<file path="config.mk">
export PLATFORM = sky130hd
export DESIGN_NAME = spm_arbiter
export DESIGN_NICKNAME = d
export VERILOG_FILES = /design/src/ahb_pkg.sv /design/src/spm_pkg.sv /design/src/spm_arbiter.sv
export VERILOG_INCLUDE_DIRS = /design/src
export SDC_FILE = /design/constraint.sdc
export NUM_CORES = 1
export LEC_CHECK = 0
export BUFFER_PORTS_ARGS = -buffer_cell sky130_fd_sc_hd__buf_4
export CORE_AREA = 2 2 99 101
export DETAILED_ROUTE_END_ITERATION = 12
export DIE_AREA = 0 0 101 103
export PLACE_DENSITY = 0.55
export SLEW_MARGIN = 20
export SYNTH_ARGS = -nofsm -noshare
export SYNTH_HDL_FRONTEND = slang
export SYNTH_SLANG_ARGS = --single-unit
</file>
<file path="constraint.sdc">
create_clock -name clk_i -period 1.5 [get_ports clk_i]
set_input_delay 0.15 -clock clk_i [delete_from_list [all_inputs] [get_ports clk_i]]
set_output_delay 0.15 -clock clk_i [all_outputs]
set_load 0.005 [all_outputs]
</file>
<file path="src/spm_macros.svh">
/*
 * Global widths for the AHB to scratchpad bridge
 * SPM_ADDR_W is a byte address and must cover SPM_DEPTH words of 4 bytes
 * The AHB data width is fixed at 32 bits
 */
`ifndef SPM_MACROS_SVH
`define SPM_MACROS_SVH

// AHB-Lite bus widths
`define AHB_ADDR_W 32
`define AHB_DATA_W 32

// Scratchpad byte address width, 4 KiB
`define SPM_ADDR_W 12

// Number of 32-bit words in the scratchpad
`define SPM_DEPTH 1024

`endif
</file>
<file path="src/ahb_pkg.sv">
/*
 * AHB-Lite bus types shared by the master side and the adapter
 * Only OKAY responses exist, hprot and hmastlock are not carried
 */
`include "spm_macros.svh"

package ahb_pkg;

  // Bus vectors
  typedef logic [`AHB_ADDR_W-1:0] addr_t;
  typedef logic [`AHB_DATA_W-1:0] data_t;
  typedef logic [2:0]             ahb_size_t;

  // htrans encoding
  typedef enum logic [1:0] {
    AHB_TRANS_IDLE   = 2'b00,
    AHB_TRANS_BUSY   = 2'b01,
    AHB_TRANS_NONSEQ = 2'b10,
    AHB_TRANS_SEQ    = 2'b11
  } ahb_trans_e;

  // hburst encoding, WRAP types are addressed like INCR here
  typedef enum logic [2:0] {
    AHB_BURST_SINGLE = 3'b000,
    AHB_BURST_INCR   = 3'b001,
    AHB_BURST_WRAP4  = 3'b010,
    AHB_BURST_INCR4  = 3'b011,
    AHB_BURST_WRAP8  = 3'b100,
    AHB_BURST_INCR8  = 3'b101,
    AHB_BURST_WRAP16 = 3'b110,
    AHB_BURST_INCR16 = 3'b111
  } ahb_burst_e;

  // Master to slave, 73 bits
  typedef struct packed {
    ahb_trans_e htrans;
    ahb_burst_e hburst;
    ahb_size_t  hsize;
    logic       hwrite;
    addr_t      haddr;
    data_t      hwdata;
  } ahb_req_t;

  // Slave to master, 34 bits
  typedef struct packed {
    data_t hrdata;
    logic  hready;
    logic  hresp;
  } ahb_resp_t;

endpackage

</file>
<file path="src/spm_pkg.sv">
/*
 * Scratchpad port types used by the adapter, the arbiter and the RAM
 * A request holds until ack, read data follows ack by one cycle
 */
`include "spm_macros.svh"

package spm_pkg;

  // One enable bit per byte lane of a data word
  typedef logic [`AHB_DATA_W/8-1:0] be_t;

  // Byte address inside the scratchpad
  typedef logic [`SPM_ADDR_W-1:0] spm_addr_t;

  // Single-beat request
  typedef struct packed {
    logic           req;
    logic           we;
    be_t            be;
    spm_addr_t      addr;
    ahb_pkg::data_t wdata;
  } spm_req_t;

  // Grant strobe and read return
  typedef struct packed {
    logic           ack;
    logic           rvalid;
    ahb_pkg::data_t rdata;
  } spm_resp_t;

  // Side that holds or last held the scratchpad
  typedef enum logic {
    OWNER_CORE = 1'b0,
    OWNER_AHB  = 1'b1
  } spm_owner_e;

endpackage

</file>
<file path="src/spm_arbiter.sv">
/*
 * Two-port arbiter in front of the scratchpad RAM
 * Core wins, unless an AHB burst holds the port it was last granted
 * Requesters keep one read in flight, rvalid goes back to the owner at ack
 */
`timescale 1ns/1ps

module spm_arbiter
  import ahb_pkg::*;
  import spm_pkg::*;
(
  input  logic      clk_i,
  input  logic      rst_ni,
  input  spm_req_t  core_req_i,
  input  spm_req_t  ahb_req_i,
  input  logic      ahb_burst_i,
  input  data_t     mem_rdata_i,
  output spm_resp_t core_resp_o,
  output spm_resp_t ahb_resp_o,
  output spm_req_t  mem_req_o
);

  spm_owner_e last_owner_q;
  spm_owner_e rd_owner_q;
  logic       rd_pend_q;
  logic       grant_core, grant_ahb;
  logic       burst_lock;

  // ------------------------------------------------------------
  // Grant
  // ------------------------------------------------------------

  // Burst lock only keeps a grant the AHB side already holds
  assign burst_lock = ahb_burst_i && (last_owner_q == OWNER_AHB);

  assign grant_ahb  = ahb_req_i.req && (!core_req_i.req || burst_lock);
  assign grant_core = core_req_i.req && !grant_ahb;

  // Forward the winner, req marks an access this cycle
  always_comb begin
    mem_req_o     = grant_ahb ? ahb_req_i : core_req_i;
    mem_req_o.req = grant_ahb || grant_core;
  end

  // ------------------------------------------------------------
  // Owner tracking
  // ------------------------------------------------------------

  always_ff @(posedge clk_i or negedge rst_ni) begin
    if (!rst_ni) begin
      last_owner_q <= OWNER_CORE;
      rd_owner_q   <= OWNER_CORE;
      rd_pend_q    <= 1'b0;
    end else begin
      if (grant_ahb) begin
        last_owner_q <= OWNER_AHB;
      end else if (grant_core) begin
        last_owner_q <= OWNER_CORE;
      end
      // RAM returns data the cycle after a granted read
      rd_pend_q  <= mem_req_o.req && !mem_req_o.we;
      rd_owner_q <= grant_ahb ? OWNER_AHB : OWNER_CORE;
    end
  end

  // ------------------------------------------------------------
  // Responses
  // ------------------------------------------------------------

  always_comb begin
    core_resp_o.ack    = grant_core;
    core_resp_o.rvalid = rd_pend_q && (rd_owner_q == OWNER_CORE);
    core_resp_o.rdata  = core_resp_o.rvalid ? mem_rdata_i : '0;

    ahb_resp_o.ack     = grant_ahb;
    ahb_resp_o.rvalid  = rd_pend_q && (rd_owner_q == OWNER_AHB);
    ahb_resp_o.rdata   = ahb_resp_o.rvalid ? mem_rdata_i : '0;
  end

endmodule

</file>
### Word-level counts from Yosys, hierarchy flattened

Index checks and enable logic that the tools add are counted.

| cells by class | value |
|---|---|
| reduce and logical (&&, ||, !) cells | 12 |
| muxes and demuxes | 6 |
| bitwise operators | 1 |

Operators with widths:

| kind | number |
|---|---|
| 32-bit two-way mux | 2 |
| 49-bit two-way mux | 1 |
| 1-bit logical AND | 6 |
| 1-bit zero test | 3 |
| 1-bit two-way mux | 3 |
| 1-bit logical OR | 2 |
| 2-bit nonzero test | 1 |
| 1-bit inverter | 1 |

| storage, ports and cells | value |
|---|---|
| output and inout port bits | 118 |
| bits in registers | 3 |
| bits of input ports | 135 |
| word-level logic and storage cells | 22 |

### Depth between registers and ports, before layout

Gate-level depths: netlist (run 1).

| logic depth | value |
|---|---|
| word-level depth | 7 |
| depth in mapped cells | 6 |
| gate-level depth less buffers | 2 |

### Worst setup path before layout (run 1)

No wires, ideal clock.

| timing | value |
|---|---|
| path type | reg2out |
| from | register last_owner_q |
| to | output port mem_req_o[0] in the netlist's numbering |
| stages on the path, launching flop included | 5 |
| setup slack | 0.306 ns |
| data required time | 1.350 ns |
| data arrival time | 1.044 ns |
| buffers on the path | 2 |
| cell sequence | dfrtp_1 and3_4 buf_6 buf_6 o32ai_2 |

RTL lines:

| what | RTL line | text |
|---|---|---|
| from (decl) | spm_arbiter.sv:23 | `spm_owner_e last_owner_q;` |
| from (signal assigned) | spm_arbiter.sv:51 | `last_owner_q <= OWNER_CORE;` |
| from (signal assigned) | spm_arbiter.sv:56 | `last_owner_q <= OWNER_AHB;` |
| from (signal assigned) | spm_arbiter.sv:58 | `last_owner_q <= OWNER_CORE;` |
| to (decl) | spm_arbiter.sv:20 | `output spm_req_t mem_req_o` |

==> summary.txt, run 1 <==
Floorplanning
  – # IOs: 253
  – Placeable core region: roughly 0.0095 mm2
  – Die ar.: roughly 0.010 mm2
  – Die span in x: around 100 um
  – Die Y-Extent: 103 um
  – Site Rows: 36
  – Starting Density: 0.211

STA
  – Fmax: ~620 MHz
  – Fin. Hold Viols: 0
  – Final min period: about 1.6 ns
  – Post-route setup slack: -0.101 ns
  – Slew HR: 0.713
  – Clock skew: between 0.002 and 0.003 ns
  – Total Neg Setup Slack: -2.89 ns
  – Number of setup violations in the final report: 46
  – Tcrit/Tclk final: 1.07
  – Slew Limit Fails: 0
  – Worst-margin pin slew: 0.431 ns
  – RSZ-0062 raised after global routing: yes

GRT
  – Number of global-route vias before repair: approximately 2700
  – Pin count of the biggest net entering global routing: 44
  – First-pass GRT wire length: 13.5 mm
  – Total gr overflow: 0
  – Initial antenna violation count: 0
  – GRT Total Usage: 0.163

Job
  – Max-cap violations: 0

Layout
  – Area grow syn2layout: 115%
  – Fill cells: between 900 and 1000
  – Diodes inserted: 0
  – Final instance area: 0.00430 mm2
  – Share of cells above drive strength 1: 0.628
  – Nets@finish: about 680
  – Util after Layout: 0.455

Hold path
  – Hold path startpoint: core_req_i[48]
  – Hold Crit Depth: 2
  – Worst hold path type: in2reg

Synthesis
  – FF+latch count, synth: 3
  – Main area contributors after synthesis: o32ai_2, nand2_1, and3_1
  – Synth top cells by count: nand2_1, inv_1, o32ai_2
  – Post-synth top flop: dfrtp_1
  – Yosys warns: 0
  – Mapped Cells: around 300
  – Synth Area per Inst: 6.78 um2
  – Most common cell in the synthesized netlist: nand2_1
  – Cell area after synthesis: around 0.0020 mm2
  – Syn Nets: 430
  – Sequential share of the synthesized area: 0.0375
  – Synth top area share: 0.399
  – Netlist cell types: 19
  – Area leader, netlist: o32ai_2
  – Post-synth ARST share: 1.00
  – Post-synth EDFFs: 0

Routing
  – DRT Pass-1 Iters: 6
  – Final wirelength: 9.76 mm
  – DR WL/cell: 14.8 um
  – Via density: between 4 and 5
  – Via count: between 2000 and 3000
  – Number of remaining DRC errors: 0
  – Remaining antenna violation count: 0
  – Initial DRC count: 64

Clock tree
  – Clock-pin slew on the worst setup and hold paths: around 0.03 ns
  – CTS tree: built
  – Clk sink count: 3
  – CTS max path bufs: 2
  – Clk_lat worst skew: 0.22 ns
  – Number of CTS-inserted buffers: 3
  – CTS root buf: clkbuf_8
  – H-tree Lvls: 1

Worst setup path
  – CP max FO: 8
  – Critical path, cell by cell: buf_6 -> a21boi_4 -> buf_6 -> buf_12 -> o32ai_4 -> buf_4
  – Largest stage delay, worst path: roughly 0.4 ns
  – Slowest CP cell: dfrtp_1
  – Worst Setup End Kind: primary output
  – Critical setup path kind: reg2out
  – Critical Path AT: between 1 and 1.5 ns
  – WP data required: ~1.4 ns
  – CP dominant cell by count: buf_6
  – R2R depth: 7
  – Critical Path Start: last_owner_q$_DFFE_PN0P_
  – Worst r2r src: last_owner_q$_DFFE_PN0P_
  – Startpoint types: flip-flop

Placement
  – Port Buffers: 252
  – Hpwl dp: 7.59 mm
  – Gpl congestion: about 0.74
  – Placement Cell Area: 0.00401 mm2

Power
  – Pwr/cell area: roughly 400 mW/mm2
  – Power Total: around 1.7 mW
  – Max VDD drop: roughly 170 uV
  – Lkg Pwr: about 2.5 nW

Status
  – Failing checks: setup timing
  – Status: complete, but fails checks
[area by class of cell]
class / count / area [um2] / area share
clock buffer: 4 / 45.0 / 0.0105
inverter: 50 / 188 / 0.0436
multi-input combinational: 205 / 1570 / 0.365
sequential: 3 / 75.1 / 0.0175
tap: 114 / 143 / 0.0332
timing repair buffer: 284 / 2280 / 0.530
[what timing repair did]
item / in CTS / in global routing
hold buffers: 1 / 0
gates resized for setup: 11 / 5
setup buffers: 4 / 3
setup endpoints to repair: 51 / 51
cloned: 4 / 2
hold endpoints to repair: 3 / 0
pin swaps: 1 / 1
[flip-flops by register name (all words and copies together) (netlist names)]
register / flops
last_owner_q: 1
rd_owner_q: 1
rd_pend_q: 1
[per-layer routing]
| metal | track usage | part of all wire | wire (um) |
|---|---|---|---|
| met1 | 0.173 | 0.36 | 3530 |
| met2 | 0.335 | 0.55 | 5360 |
| met3 | 0.0420 | 0.089 | 869 |
| met4 | 0.00728 | 0 | 0 |
| met5 | 0 | 0 | 0 |
[per-stage QoR]
stage / worst slack (ns) / instances / hold WS [ns]
floorplan: 0.306 / 295 / -0.146
global placement: 0.126 / 642 / -0.0575
detailed placement: 0.0872 / 642 / -0.0563
CTS: -0.117 / 655 / 0.159
global route: -0.157 / 660 / 0.160
finish: -0.101 / 660 / 0.156
[worst max-delay path: cells and delay by family (launching register included)]
family	cells	cell delay, ns
buffers and inverters	4	0.61
flip-flops	1	0.39
AO/OA/AOI/OAI	2	0.24
[cell families (layout without fill, tap and decap cells)]
family                 after synthesis  in the layout  share of synthesized area
AO/OA/AOI/OAI                       53             53                      0.417
flip-flops                           3              3                     0.0375
AND/OR/NAND/NOR                    150            152                      0.337
buffers and inverters               89            338                      0.208
[power breakdown]
group	switching, mW	total [mW]	internal, mW
clock	0.0563	0.238	0.182
sequential	0.00675	0.0955	0.0888
combinational	0.551	1.38	0.826
total	0.614	1.71	1.10
[cell usage in the layout, fill, tap and decap left out, drive strengths merged]
cell         instances
buf                281
nand2               78
inv                 50
o32ai               50
and3                35
nor2                30
clkbuf               6
and2                 4
dfrtp                3
nor2b                3
a21boi               1
or2                  1
nand2b               1
a21bo                1
a21o                 1
dlygate4sd3          1
[worst paths after layout]
kind	to	slack, ns
min in group asynchronous	rd_pend_q$_DFF_PN0_	0.27
hold reg to reg	last_owner_q$_DFFE_PN0P_	0.61
max in group asynchronous	rd_owner_q$_DFF_PN0_	1.13
setup / recovery	mem_req_o[28]	-0.10
setup reg to reg	rd_pend_q$_DFF_PN0_	0.12
hold / removal	rd_pend_q$_DFF_PN0_	0.16
No activity file was read; power rests on OpenSTA's default activity.
==> inputs of run 2 (changes only) <==
Settings changed: BUFFER_PORTS_ARGS -buffer_cell sky130_fd_sc_hd__buf_4 to -buffer_cell sky130_fd_sc_hd__buf_2.
==> summary.txt, run 2 (same netlist as run 1, synthesis figures left out) <==
Status
  – Status: complete, but fails checks
  – Failing checks: setup timing

Power
  – Reg power frac: 0.063 (+0.007)
  – Pint: 0.902 mW (-18%)
  – Clock share of power: 0.156 (+0.017)
  – P_sw: 0.591 mW (-3.8%)
  – Max VDD drop: 187 uV (+10%)
  – Sw Share: 0.396 (+0.0366)
  – Pwr/cell area: 403 mW/mm2 (+1.2%)
  – Logic gate share of total power: 0.781 (-0.024)
  – Lkg Pwr: 2.29 nW (-6.5%)

Worst setup path
  – Slowest CP cell: dfrtp_1
  – WP buf/inv: 4 (unchanged)
  – Startpoint types: flip-flop
  – Worst Setup End Kind: primary output
  – WP data required: 1.35 ns (about the same)
  – Critical setup path kind: reg2out
  – CP max FO: 8 (unchanged)
  – Critical Path AT: 1.44 ns (about the same)
  – Top delay family on crit path: buffers and inverters
  – Largest stage delay, worst path: 0.37 ns (-0.02 ns)
  – Critical path, cell by cell: buf_4 -> a21boi_4 -> buf_12 -> clkbuf_16 -> o32ai_2 -> buf_2

STA
  – Number of setup violations in the final report: 51 (+11%)
  – Fmax: 629 MHz (+0.79%)
  – Slew Limit Fails: 0 (unchanged)
  – Worst-margin pin slew: 0.401 ns (-0.0301 ns)
  – Post-route setup slack: -0.0888 ns (+0.0125 ns)
  – RSZ-0062 raised after global routing: yes
  – Final min period: 1.59 ns (-0.0125 ns)
  – Slew HR: 0.733 (+0.0201)
  – Total Neg Setup Slack: -2.96 ns (-0.0674 ns)
  – Tcrit/Tclk final: 1.06 (-0.00835)
  – Clock skew: 0.00307 ns (+0.000323 ns)
  – Fin. Hold Viols: 0 (unchanged)

Clock tree
  – Clk_lat worst skew: 0.21 ns (about the same)
  – CTS max path bufs: 2 (unchanged)
  – Clk sink count: 3 (unchanged)
  – CTS root buf: clkbuf_8
  – Clock-pin slew on the worst setup and hold paths: 0.03 ns (about the same)
  – CTS tree: built
  – H-tree Lvls: 1 (unchanged)
  – Number of CTS-inserted buffers: 3 (unchanged)

Layout
  – Diodes inserted: 0 (unchanged)
  – Commonest non-fill, non-tap cells in the layout: buf_2, nand2_1, inv_1
  – Nets@finish: 676 (-0.88%)
  – Fill cells: 1012 (+6.2%)
  – Most common cell after layout, fill and taps aside: buf_2
  – Area grow syn2layout: 85.5%
  – Largest regs: last_owner_q x1, rd_owner_q x1, rd_pend_q x1
  – Share of cells above drive strength 1: 0.626 (-0.00228)
  – Final instance area: 0.00371 mm2 (-14%)

Floorplanning
  – Placeable core region: 0.00946 mm2 (unchanged)
  – # IOs: 253 (unchanged)
  – Site Rows: 36 (unchanged)
  – Die ar.: 0.0104 mm2 (unchanged)
  – Die Y-Extent: 103 um (unchanged)
  – Starting Density: 0.211 (unchanged)
  – Die span in x: 101 um (unchanged)

Routing
  – Remaining antenna violation count: 0 (unchanged)
  – DRT Pass-1 Iters: 4 (-2)
  – Initial DRC count: 87 (+36%)
  – Number of remaining DRC errors: 0 (unchanged)
  – DR WL/cell: 13.8 um (-6.3%)
  – Via count: 2917 (-2.1%)
  – Final wirelength: 9.06 mm (-7.2%)
  – Via density: 4.46 (-1.2%)

GRT
  – Initial antenna violation count: 0 (unchanged)
  – First-pass GRT wire length: 11.9 mm (-12%)
  – Number of global-route vias before repair: 2452 (-8.2%)
  – GRT Total Usage: 0.143 (-0.0199)
  – Total gr overflow: 0 (unchanged)
  – Pin count of the biggest net entering global routing: 63 (+43%)

Placement
  – Pre-CTS setup slack: 0.0509 ns (-0.0363 ns)
  – Placement Cell Area: 0.00336 mm2 (-16%)
  – Port Buffers: 252 (unchanged)
  – Hpwl dp: 6.98 mm (-8.0%)
  – Gpl congestion: 0.743 (+0.31%)

Job
  – Max-cap violations: 0 (unchanged)

Hold path
  – Worst hold path type: in2reg
run 2: power by group through the flow:
stage / sequential [mW] / combinational [mW] / clock (mW)
3_5_place_dp: 0.0972 / 1.04 / 0
3_3_place_gp: 0.0967 / 1.03 / 0
5_1_grt: 0.0952 / 1.27 / 0.254
4_1_cts: 0.0941 / 1.11 / 0.246
6_report: 0.0940 / 1.17 / 0.234
2_1_floorplan: 0.0925 / 0.579 / 0
run 2: final cells by class:
type                       instances  area (um2)  share of cell area
inverter                          50         188              0.0506
multi-input combinational        203        1550               0.417
timing repair buffer             280        1710               0.462
tap                              114         143              0.0385
sequential                         3        75.1              0.0202
clock buffer                       4        45.0              0.0121
run 2: final timing paths:
check	from	endpoint	slack (ns)	cells past startpoint
setup / recovery	last_owner_q$_DFFE_PN0P_	mem_req_o[3]	-0.09	6
hold / removal	core_req_i[48]	rd_pend_q$_DFF_PN0_	0.17	2
setup reg to reg	last_owner_q$_DFFE_PN0P_	rd_pend_q$_DFF_PN0_	0.20	6
hold reg to reg	last_owner_q$_DFFE_PN0P_	last_owner_q$_DFFE_PN0P_	0.60	2
max in group asynchronous	rst_ni	rd_pend_q$_DFF_PN0_	1.10	2
min in group asynchronous	rst_ni	last_owner_q$_DFFE_PN0P_	0.28	2
run 2: metrics by stage:
stage,util,hold slack [ns],total power [mW],instances
after global placement,0.355,-0.0494,1.12,636
after detailed placement,0.355,-0.0472,1.14,636
final,0.392,0.173,1.49,654
after CTS,0.374,0.171,1.45,648
after floorplan,-,-0.146,0.671,295
after global routing,0.392,0.181,1.62,654
run 2: routing by layer:
layer  up-vias  GRT usage  routed length [um]
li1       1475          -                   -
met1      1281      0.149                3330
met2       153      0.299                4940
met3         8     0.0264                 707
met4         0     0.0187                  75
met5         -          0                   0
run 2: what timing repair did:
action	CTS	global route
hold endpoints to repair	3	0
hold buffers	1	0
setup buffers	5	1
endpoints found under the setup margin	48	50
pin swaps	1	0
resized for setup	4	7
gates cloned	2	5
