## src/spm_macros.svh

```systemverilog
/*
 * Global widths for the AHB to scratchpad bridge
 * SPM_ADDR_W is a byte address and must cover SPM_DEPTH words of 4 bytes
 * The AHB data width is fixed at 32 bits
 */
`ifndef SPM_MACROS_SVH
`define SPM_MACROS_SVH

// AHB-Lite bus widths
`define AHB_ADDR_W 32
`define AHB_DATA_W 32

// Scratchpad byte address width, 4 KiB
`define SPM_ADDR_W 12

// Number of 32-bit words in the scratchpad
`define SPM_DEPTH 1024

`endif
```

## src/ahb_pkg.sv

```systemverilog
/*
 * AHB-Lite bus types shared by the master side and the adapter
 * Only OKAY responses exist, hprot and hmastlock are not carried
 */
`include "spm_macros.svh"

package ahb_pkg;

  // Bus vectors
  typedef logic [`AHB_ADDR_W-1:0] addr_t;
  typedef logic [`AHB_DATA_W-1:0] data_t;
  typedef logic [2:0]             ahb_size_t;

  // htrans encoding
  typedef enum logic [1:0] {
    AHB_TRANS_IDLE   = 2'b00,
    AHB_TRANS_BUSY   = 2'b01,
    AHB_TRANS_NONSEQ = 2'b10,
    AHB_TRANS_SEQ    = 2'b11
  } ahb_trans_e;

  // hburst encoding, WRAP types are addressed like INCR here
  typedef enum logic [2:0] {
    AHB_BURST_SINGLE = 3'b000,
    AHB_BURST_INCR   = 3'b001,
    AHB_BURST_WRAP4  = 3'b010,
    AHB_BURST_INCR4  = 3'b011,
    AHB_BURST_WRAP8  = 3'b100,
    AHB_BURST_INCR8  = 3'b101,
    AHB_BURST_WRAP16 = 3'b110,
    AHB_BURST_INCR16 = 3'b111
  } ahb_burst_e;

  // Master to slave, 73 bits
  typedef struct packed {
    ahb_trans_e htrans;
    ahb_burst_e hburst;
    ahb_size_t  hsize;
    logic       hwrite;
    addr_t      haddr;
    data_t      hwdata;
  } ahb_req_t;

  // Slave to master, 34 bits
  typedef struct packed {
    data_t hrdata;
    logic  hready;
    logic  hresp;
  } ahb_resp_t;

endpackage

```

## src/spm_pkg.sv

```systemverilog
/*
 * Scratchpad port types used by the adapter, the arbiter and the RAM
 * A request holds until ack, read data follows ack by one cycle
 */
`include "spm_macros.svh"

package spm_pkg;

  // One enable bit per byte lane of a data word
  typedef logic [`AHB_DATA_W/8-1:0] be_t;

  // Byte address inside the scratchpad
  typedef logic [`SPM_ADDR_W-1:0] spm_addr_t;

  // Single-beat request
  typedef struct packed {
    logic           req;
    logic           we;
    be_t            be;
    spm_addr_t      addr;
    ahb_pkg::data_t wdata;
  } spm_req_t;

  // Grant strobe and read return
  typedef struct packed {
    logic           ack;
    logic           rvalid;
    ahb_pkg::data_t rdata;
  } spm_resp_t;

  // Side that holds or last held the scratchpad
  typedef enum logic {
    OWNER_CORE = 1'b0,
    OWNER_AHB  = 1'b1
  } spm_owner_e;

endpackage

```

## src/ahb_slave_adapter.sv

```systemverilog
/*
 * AHB-Lite slave that turns each data transfer into one scratchpad request
 * Reads go out in the address phase when the port is free, writes in the data phase
 * A read right after a write goes out in its data phase, one extra cycle
 * hresp is always OKAY, WRAP bursts are treated as INCR
 */
`timescale 1ns/1ps
`include "spm_macros.svh"

module ahb_slave_adapter
  import ahb_pkg::*;
  import spm_pkg::*;
(
  input  logic      clk_i,
  input  logic      rst_ni,
  input  ahb_req_t  ahb_req_i,
  input  spm_resp_t spm_resp_i,
  output ahb_resp_t ahb_resp_o,
  output spm_req_t  spm_req_o,
  output logic      ahb_burst_o
);

  // Data phase being served
  typedef enum logic [2:0] {
    S_IDLE,
    S_BUSY,
    S_NONSEQ_READ,
    S_NONSEQ_WRITE,
    S_SEQ_READ,
    S_SEQ_WRITE
  } state_e;

  state_e     state_q, state_d;
  state_e     state_nxt;
  ahb_burst_e burst_q;
  addr_t      addr_q;
  ahb_size_t  size_q;
  logic       hready;
  logic       rd_phase, wr_phase;
  logic       port_free;
  spm_req_t   spm_req;

  // Lane mask from transfer size and low address bits
  function automatic be_t calc_be(input logic [1:0] offset, input ahb_size_t size);
    be_t be;
    case (size)
      3'd0:    be = be_t'(4'b0001 << offset);
      3'd1:    be = be_t'(4'b0011 << {offset[1], 1'b0});
      default: be = '1;
    endcase
    return be;
  endfunction

  // State entered if the current address phase is sampled
  function automatic state_e next_state(input state_e cur, input ahb_req_t req,
                                        input ahb_burst_e burst);
    state_e nxt;
    logic   leave_busy;
    leave_busy = (burst == AHB_BURST_INCR);
    case (req.htrans)
      AHB_TRANS_NONSEQ: nxt = req.hwrite ? S_NONSEQ_WRITE : S_NONSEQ_READ;
      AHB_TRANS_SEQ:    nxt = req.hwrite ? S_SEQ_WRITE : S_SEQ_READ;
      AHB_TRANS_BUSY:   nxt = S_BUSY;
      default:          nxt = S_IDLE;
    endcase
    // A fixed-length burst only resumes from BUSY with SEQ
    if (cur == S_BUSY && !leave_busy &&
        (req.htrans == AHB_TRANS_IDLE || req.htrans == AHB_TRANS_NONSEQ)) begin
      nxt = S_BUSY;
    end
    return nxt;
  endfunction

  // ------------------------------------------------------------
  // Data phase status
  // ------------------------------------------------------------

  assign rd_phase = (state_q == S_NONSEQ_READ) || (state_q == S_SEQ_READ);
  assign wr_phase = (state_q == S_NONSEQ_WRITE) || (state_q == S_SEQ_WRITE);

  // Reads end on rvalid, writes end on ack
  always_comb begin
    hready = 1'b1;
    if (rd_phase) begin
      hready = spm_resp_i.rvalid;
    end else if (wr_phase) begin
      hready = spm_resp_i.ack;
    end
  end

  // Port is free when no data-phase request is pending
  // Built without ack so that the request never depends on its own grant
  assign port_free = (state_q == S_IDLE) || (state_q == S_BUSY) ||
                     (rd_phase && spm_resp_i.rvalid);

  // ------------------------------------------------------------
  // Transfer FSM
  // ------------------------------------------------------------

  assign state_nxt = next_state(state_q, ahb_req_i, burst_q);

  // Address phase is sampled only while hready is high
  assign state_d = hready ? state_nxt : state_q;

  always_ff @(posedge clk_i or negedge rst_ni) begin
    if (!rst_ni) begin
      state_q <= S_IDLE;
      burst_q <= AHB_BURST_SINGLE;
    end else begin
      state_q <= state_d;
      // Burst type is fixed by the NONSEQ that opens it
      if (hready && (state_d == S_NONSEQ_READ || state_d == S_NONSEQ_WRITE)) begin
        burst_q <= ahb_req_i.hburst;
      end
    end
  end

  // Address and size of the accepted transfer
  always_ff @(posedge clk_i) begin
    if (hready && state_d != S_IDLE && state_d != S_BUSY) begin
      addr_q <= ahb_req_i.haddr;
      size_q <= ahb_req_i.hsize;
    end
  end

  // ------------------------------------------------------------
  // Scratchpad request
  // ------------------------------------------------------------

  always_comb begin
    spm_req = '0;
    if (wr_phase) begin
      // Write beat with hwdata of this data phase
      spm_req.req   = 1'b1;
      spm_req.we    = 1'b1;
      spm_req.be    = calc_be(addr_q[1:0], size_q);
      spm_req.addr  = addr_q[`SPM_ADDR_W-1:0];
      spm_req.wdata = ahb_req_i.hwdata;
    end else if (rd_phase && !spm_resp_i.rvalid) begin
      // Read not granted yet, retry from the registered address
      spm_req.req  = 1'b1;
      spm_req.be   = calc_be(addr_q[1:0], size_q);
      spm_req.addr = addr_q[`SPM_ADDR_W-1:0];
    end else if (port_free &&
                 (state_nxt == S_NONSEQ_READ || state_nxt == S_SEQ_READ)) begin
      // Early read straight from the address phase
      spm_req.req  = 1'b1;
      spm_req.be   = calc_be(ahb_req_i.haddr[1:0], ahb_req_i.hsize);
      spm_req.addr = ahb_req_i.haddr[`SPM_ADDR_W-1:0];
    end
  end

  assign spm_req_o = spm_req;

  // Arbiter lock request while the master continues a burst
  assign ahb_burst_o = (ahb_req_i.htrans == AHB_TRANS_SEQ);

  // ------------------------------------------------------------
  // AHB response
  // ------------------------------------------------------------

  always_comb begin
    ahb_resp_o.hready = hready;
    ahb_resp_o.hresp  = 1'b0;
    ahb_resp_o.hrdata = '0;
    if (rd_phase && spm_resp_i.rvalid) begin
      ahb_resp_o.hrdata = spm_resp_i.rdata;
    end
  end

endmodule

```

## config.mk

```make
export PLATFORM = sky130hd
export DESIGN_NAME = ahb_slave_adapter
export DESIGN_NICKNAME = d
export VERILOG_FILES = /design/src/ahb_pkg.sv /design/src/spm_pkg.sv /design/src/ahb_slave_adapter.sv
export VERILOG_INCLUDE_DIRS = /design/src
export SDC_FILE = /design/constraint.sdc
export NUM_CORES = 1
export LEC_CHECK = 0
export BUFFER_PORTS_ARGS = -buffer_cell sky130_fd_sc_hd__buf_2
export CAP_MARGIN = 20
export CORE_AREA = 2 2 76 78
export CTS_BUF_LIST = sky130_fd_sc_hd__clkbuf_8
export CTS_CLUSTER_SIZE = 25
export DETAILED_ROUTE_END_ITERATION = 12
export DIE_AREA = 0 0 78 80
export PLACE_DENSITY = 0.77
export SYNTH_ARGS = -nofsm -noshare
export SYNTH_HDL_FRONTEND = slang
export SYNTH_SLANG_ARGS = --single-unit
export TNS_END_PERCENT = 5
```

## constraint.sdc

```tcl
create_clock -name clk_i -period 2.5 [get_ports clk_i]
set_input_delay 0.625 -clock clk_i [delete_from_list [all_inputs] [get_ports clk_i]]
set_output_delay 0.625 -clock clk_i [all_outputs]
set_load 0.005 [all_outputs]
```

# == Yosys cells after proc, flatten, opt, wreduce, memory -nomap -nowiden ==
# Index checks and enable logic that the tools add are counted.
# totals
reg_bits,21
latchBits,0
ram_bits,0
mem_bits_ro,0
input_bits,109
output_inout_bits,85
word_cells,64
memories,0
# classes
add_sub_neg,0
n_mul,0
div,0
order_cmp,0
eq_ne,16
shift,4
n_mux,18
bitwise,0
reduce_logical,22
# op_table
cell,n
two-way mux 32 bit,2
two-way mux 16 bit,3
one-hot mux 4 bit (2 select lines),2
"equality test 3 x 2 -> 1 bit, second input constant",5
"equality test 3 x 1 -> 1 bit, second input constant",4
"equality test 3 bit, second input constant",3
logical NOT 3 bit,3
one-hot mux 3 bit (3 select lines),1
logical AND 1 bit,8
two-way mux 1 bit,8
"<< shifter 1 x 2 -> 4 bit, first input constant",2
"<< shifter 2 x 2 -> 4 bit, first input constant",2
logical OR 1 bit,7
two-way mux 3 bit,2
"equality test 2 bit, second input constant",2
"inequality test 3 x 1 -> 1 bit, second input constant",1
nonzero test 3 bit,1
"equality test 2 x 1 -> 1 bit, second input constant",1
logical NOT 1 bit,2
logical NOT 2 bit,1

# == Logic depth before layout (Yosys ltp) ==
# Gate-level depths: netlist of the first run.
# depth
ltp_word,11
depth_mapped,5
ltp_nobuf,4

# == Least setup slack after synthesis of the first run ==
# OpenSTA, ideal clock, no wires.
# synth_timing
path_type,input to output
from,in spm_resp_i[32] (netlist bit)
to,out spm_req_o[44] (netlist bit)
t_arrival_ns,1.470
setup_slack_ns,0.405
path_stages,4
n_path_buf,0
cell_sequence,nand2b_1 -> o21ai_0 -> nand3_1 -> a222oi_1
# synth_rtl
element,line_no,text
"start, declared",ahb_slave_adapter.sv:17,"input spm_resp_t spm_resp_i,"
"end, declared",ahb_slave_adapter.sv:19,"output spm_req_t spm_req_o,"

==> impl_metrics.csv, run 1 <==
group,metric,value,unit
outcome,status,"finished, violations left",
outcome,violations,"negative setup slack",
detailed_routing,drt-total-wl,6.202,mm
clock_network,cts_buffer_depth,2,
clock_network,clock-root-buffer,"clkbuf_8",
sta,hold_viol_final,0,
yosys,synth-simple-area-share,37.00,%
yosys,yosysWarnings,0,
clock_network,cts_hold_buf,0,
sta,rsz0062_at_grt,"yes",
detailed_routing,drtIter0Drc,132,
grt,grt_use_met2,28.19,%
sta,skew,0.002159,ns
placement,dp_hpwl,5.219,mm
detailed_routing,drc,0,
yosys,synth_cells,161,
run,cap_viol_max_count,0,
worst_setup_path,end_kind,"output pin",
clock_network,cts_tree,"done",
yosys,yosysSeqAreaShare,39.38,%
power_and_ir_drop,power_per_cell_area,891.5,nW/um^2
yosys,synth_top_area_share,29.53,%
clock_network,numCtsBuffers,3,
grt,grt_overflow_total,0,
yosys,syn_area,1525,sq um
cells_and_area,nNetsFinal,439,
power_and_ir_drop,vdd_drop_max,0.4543,mV
worst_setup_path,cp.arrival,1.93,ns
floorplan,die_w,78,um
floorplan,core_area,5405,sq um
placement,portBuffers,172,
hold_path,hold_class,"in2async",
grt,track_usage,18.94,%
sta,setup_violations,4,
cells_and_area,area_delta_synth_final,65.71,%
cells_and_area,layout-drive-gt1-share,58.05,%
yosys,synth_compound_gate_area_share,14.19,%
grt,grt_antenna_before_repair,0,
clock_network,insertion_delay,0.25,ns
yosys,synthMuxAreaShare,2.953,%
floorplan,fp.dieArea,6240,sq um
detailed_routing,via_per_inst,4.729,
placement,place_congestion,0.8134,
yosys,synthesis.nets,270,
yosys,synth.largest_area_cell,"edfxtp_1",
yosys,synthXorXnorAreaFrac,1.641,%
grt,grt_pass1_wl,9.052,mm
floorplan,die_h,80,um
sta,min_period,2.559,ns
cells_and_area,final_cells,402,
floorplan,start_util,28.22,%
worst_setup_path,path_class,"reg2out",
cells_and_area,fill_cells,543,
clock_network,htree_levels,1,
grt,grt-busiest-layer,"met1",
grt,use_met1,29.08,%
yosys,ys_top_cells_by_area,"edfxtp_1 30%, and2_1 14%, and3_1 14%",
worst_setup_path,cp.required,1.88,ns
yosys,synth_area_per_cell,9.473,sq um
worst_setup_path,critPathLaunchType,"register",
clock_network,cts_sinks,21,
placement,dp.cells,395,
detailed_routing,avgRoutedWirePerCell,15.43,um
yosys,synth-adder-area-share,0,%
sta,period_share,102.4,%
floorplan,rows,27,
yosys,ys_ff_latch,21,
power_and_ir_drop,p_leak,1.510,nW
power_and_ir_drop,finalPower,2.253,mW
sta,setup_ws,-0.05883,ns
yosys,synth_top_family_by_area,"simple AND/OR/NAND/NOR gates",
floorplan,ios,194,
clock_network,path_clk_slew,0.07,ns
detailed_routing,via_count,1901,
grt,grt_max_degree,38,
grt,grt_pass1_vias,1776,
sta,final_max_slew_viol_count,0,
detailed_routing,ant_nets,0,
worst_setup_path,crit_fanout,5,
sta,fmax,390.8,MHz
detailed_routing,dr.pass1.iters,6,
grt,use_met3,3.959,%
yosys,synth.distinct_cells,28,
==> state kept, by name, summed over array words and instances, names as in the netlist <==
| register | cells |
|---|---|
| addr_q | 12 |
| size_q | 3 |
| burst_q | 3 |
| state_q | 3 |
==> power by group <==
group	internal [mW]	total, mW	switching (mW)
clock	0.109	0.210	0.101
combinational	0.729	1.48	0.749
sequential	0.502	0.565	0.0639
total	1.34	2.25	0.914
==> cell usage after synthesis, drive strengths merged <==
master	count
a21oi	2
a222oi	4
a22o	12
a31oi	1
and2	35
and3	34
buf	5
clkbuf	10
conb	1
dfrtp	6
edfxtp	15
mux2	4
nand2	5
nand2b	6
nand3	3
nand4b	1
nor2	3
nor3	2
o211ai	1
o21a	1
o21ai	5
o21bai	2
or3b	1
xnor2	1
xor2	1
==> cell type report <==
class,instances,area (sq um),area share (%)
diodes,1,2.502,0.09901
clock buffers,3,41.29,1.634
clock inverters,1,3.754,0.1485
multi-input cells,125,863.3,34.16
flip-flops and latches,21,600.6,23.76
well taps,72,90.09,3.564
repair buffers,179,925.9,36.63
==> metrics by stage <==
stage	setup TNS, ns	setup slack, ns	instance area [sq um]	hold slack [ns]	utilization (%)
2_1_floorplan	0	0.4055	1525	0.3294	-
3_3_place_gp	0	0.09281	2456	0.4521	45.44
3_5_place_dp	0	0.03849	2456	0.4573	45.44
4_1_cts	-0.1245	-0.04798	2515	0.1751	46.53
5_1_grt	-1.268	-0.1512	2525	0.1681	46.71
6_report	-0.1418	-0.05883	2527	0.1796	46.76
==> logic make-up after synthesis <==
kind of cell	Yosys count
DFF	21
and+or+nand+nor	90
AOI/OAI and AO/OA	28
other	1
muxes	4
xor gates and xnor gates	2
buffers and inverters	15
==> worst max-delay path, cell delays in order, from the launching register on <==
cell and delay, ns:
dfrtp_1 0.38, or3b_4 0.40, nand4b_1 0.17, nand3_2 0.16
a222oi_1 0.38, buf_2 0.18
==> cells in the final DEF (no fill, tap or decap), types with 2 or more instances in the layout <==
cell type,Yosys,final
a21oi_1,2,2
a222oi_1,4,4
a22o_1,12,12
and2_1,34,34
and3_1,34,33
buf_2,2,172
buf_4,3,6
clkbuf_8,0,3
dfrtp_1,6,6
edfxtp_1,15,15
mux2_1,4,4
nand2_1,5,5
nand2b_1,6,6
nand3_2,2,3
nor2_1,3,3
nor3_2,2,2
o21ai_0,5,5
o21bai_1,2,2
==> what timing repair did <==
action | CTS | global route
pin swaps | 5 | 2
setup endpoints to repair | 16 | 16
gates resized for setup | 2 | 1
setup buffers | 1 | 1
==> final timing paths <==
kind / depth (start not counted) / slack [ns] / to / from
setup / recovery: 5 / -0.06 / spm_req_o[45] / burst_q[2]
hold / removal: 1 / 0.18 / burst_q[1] / rst_ni
setup reg to reg: 6 / 0.65 / addr_q[2] / burst_q[2]
hold reg to reg: 1 / 0.48 / burst_q[0] / burst_q[0]
max in group asynchronous: 1 / 2.18 / state_q[1] / rst_ni
min in group clk_i: 1 / 0.48 / burst_q[0] / burst_q[0]
==> layer usage <==
metal	part of all wire [%]	routed length (um)	vias to the layer above
met5	0	0	-
met4	0.31	19	0
met3	7.8	485	2
met2	41	2571	121
met1	50	3126	858
li1	-	-	920
No activity file was read; power rests on OpenSTA's default activity.
==> run 2: changes to the inputs <==
--- a/config.mk
+++ b/config.mk
@@ -6,6 +6,7 @@
 export SDC_FILE = /design/constraint.sdc
 export NUM_CORES = 1
 export LEC_CHECK = 0
+export ABC_CLOCK_PERIOD_IN_PS = 2500
 export BUFFER_PORTS_ARGS = -buffer_cell sky130_fd_sc_hd__buf_2
 export CAP_MARGIN = 20
 export CORE_AREA = 2 2 76 78
@@ -13,7 +14,8 @@
 export CTS_CLUSTER_SIZE = 25
 export DETAILED_ROUTE_END_ITERATION = 12
 export DIE_AREA = 0 0 78 80
-export PLACE_DENSITY = 0.77
+export GPL_ROUTABILITY_DRIVEN = 0
+export PLACE_DENSITY = 0.72
 export SYNTH_ARGS = -nofsm -noshare
 export SYNTH_HDL_FRONTEND = slang
 export SYNTH_SLANG_ARGS = --single-unit
==> run 2 against run 1 <==
Compared with the run above:
- the flow still finishes with violations (negative setup slack)
- final cell count is 0.25% higher
- largest cell class unchanged
- highest routed layer unchanged
- global-route usage shrank 2.3 points
- count of clock-buffer cells in the layout unchanged
- flip-flop and latch count did not move
- maximum frequency barely moved
==> impl_metrics.csv, run 2 (synthesis results as in run 1) <==
group,metric,value,unit
cells_and_area,fin_util,46.92,%
detailed_routing,via_per_inst,4.628,
detailed_routing,dr.pass1.iters,4,
worst_setup_path,cp.required,1.88,ns
detailed_routing,drtIter0Drc,88,
detailed_routing,drc,0,
clock_network,clock-root-buffer,"clkbuf_8",
grt,grt_pass1_vias,1650,
power_and_ir_drop,vdd_drop_max,0.3489,mV
worst_setup_path,critPathTopFamily,"simple AND/OR/NAND/NOR gates",
cells_and_area,fill_cells,554,
floorplan,rows,27,
grt,grt_overflow_total,0,
sta,setup_violations,13,
cells_and_area,layout-drive-gt1-share,58.48,%
placement,dp_hpwl,4.626,mm
worst_setup_path,cp.arrival,1.94,ns
clock_network,numCtsBuffers,3,
floorplan,core_area,5405,sq um
floorplan,die_w,78,um
worst_setup_path,end_kind,"output pin",
cells_and_area,final_area,2536,sq um
grt,grt_antenna_before_repair,1,
worst_setup_path,reg2reg_depth,5,
floorplan,ios,194,
sta,final_max_slew_viol_count,0,
worst_setup_path,worst-path-buf-inv,2,
placement,portBuffers,172,
sta,period_share,102.4,%
floorplan,start_util,28.22,%
clock_network,cts_tree,"done",
worst_setup_path,crit_path_top_delay_cell,"or3b_4",
sta,fmax,390.5,MHz
cells_and_area,mostFrequentLayoutCells,"172 x buf_2, 34 x and2_1, 33 x and3_1",
grt,grt_max_degree,38,
worst_setup_path,max_stage_delay,0.40,ns
sta,setup_ws,-0.06057,ns
clock_network,cts_buffer_depth,2,
cells_and_area,final_common_cell,"buf_2",
cells_and_area,nNetsFinal,440,
worst_setup_path,path_class,"reg2out",
worst_setup_path,regToRegStartpoint,"state_q[2]",
cells_and_area,area_delta_synth_final,66.28,%
sta,skew,0.002236,ns
worst_setup_path,critPathLaunchType,"register",
clock_network,htree_levels,1,
detailed_routing,via_count,1865,
sta,whs,0.1790,ns
power_and_ir_drop,p_leak,1.513,nW
worst_setup_path,rrSetupSlack,0.64,ns
outcome,violations,"negative setup slack",
clock_network,path_clk_slew,0.07,ns
run,cap_viol_max_count,0,
floorplan,die_h,80,um
floorplan,fp.dieArea,6240,sq um
sta,rsz0062_at_grt,"yes",
worst_setup_path,crit_fanout,12,
sta,min_period,2.561,ns
detailed_routing,drt-total-wl,5.697,mm
grt,track_usage,16.63,%
clock_network,cts_sinks,21,
clock_network,cts_hold_buf,0,
detailed_routing,ant_nets,0,
power_and_ir_drop,power_per_cell_area,883.2,nW/um^2
clock_network,insertion_delay,0.25,ns
sta,hold_viol_final,0,
cells_and_area,largest_reg_flops,12,
grt,grt_pass1_wl,8.252,mm
detailed_routing,avgRoutedWirePerCell,14.14,um
worst_setup_path,worstPathCellList,"or3b_4, nand4b_1, buf_4, and3_2, a22o_1, buf_2",
hold_path,hold_class,"in2async",
placement,pre_cts_ws,0.04924,ns
cells_and_area,regMostFlops,"addr_q",
placement,placed_cell_area,2464,sq um
outcome,status,"finished, violations left",
worst_setup_path,r2r-end,"size_q[1]",
## run 2: how the worst max path moves through the flow
stage / start / endpoint / slack, ns / depth (start not counted)
5_1_grt: burst_q[1] / spm_req_o[45] / -0.16 / 5
3_5_place_dp: spm_resp_i[32] / spm_req_o[44] / 0.05 / 6
2_1_floorplan: spm_resp_i[32] / spm_req_o[44] / 0.41 / 4
6_report: burst_q[1] / spm_req_o[34] / -0.06 / 6
4_1_cts: burst_q[1] / spm_req_o[44] / -0.04 / 5
3_3_place_gp: spm_resp_i[32] / spm_req_o[46] / 0.09 / 6
## run 2: per-stage QoR
step | power [mW] | cells | setup TNS [ns]
after floorplan | 1.407 | 161 | 0
after global placement | 1.977 | 396 | 0
after detailed placement | 2.010 | 396 | 0
after CTS | 2.235 | 400 | -0.1720
after global routing | 2.428 | 402 | -1.955
final | 2.240 | 403 | -0.5602
## run 2: layer usage
layer	global-route usage [%]	up-vias	wire (um)
met2	27.07	100	2564
met4	1.053	0	7
met5	0	-	0
met1	23.14	843	2609
met3	4.525	2	515
li1	-	920	-
## run 2: layout make-up
type                    count  area (sq um)  share of cell area, %
well taps                  72         90.09                  3.552
repair buffers            180         933.4                  36.80
clock buffers               3         41.29                  1.628
diodes                      1         2.502                0.09867
flip-flops and latches     21         600.6                  23.68
clock inverters             1         5.005                 0.1973
multi-input cells         125         863.3                  34.04
## run 2: worst reg2reg max path: cells and delay by family, from the launching register on
family / cells / cell delay, ns
buffers and inverters: 2 / 0.51
DFF: 1 / 0.47
and+or+nand+nor: 2 / 0.42
xor gates and xnor gates: 1 / 0.22
## run 2: power breakdown
group	total [mW]	internal (mW)	leakage, nW	switching, mW
Sequential	0.563	0.501	0.216	0.0621
Clock	0.216	0.111	0.0255	0.105
Combinational	1.46	0.729	1.27	0.732
## run 2: what timing repair did
| action | 4_1_cts | 5_1_grt |
|---|---|---|
| gates resized for setup | 2 | 1 |
| pin swaps | 5 | 2 |
| buffers inserted | 0 | 2 |
| setup endpoints to repair | 16 | 16 |
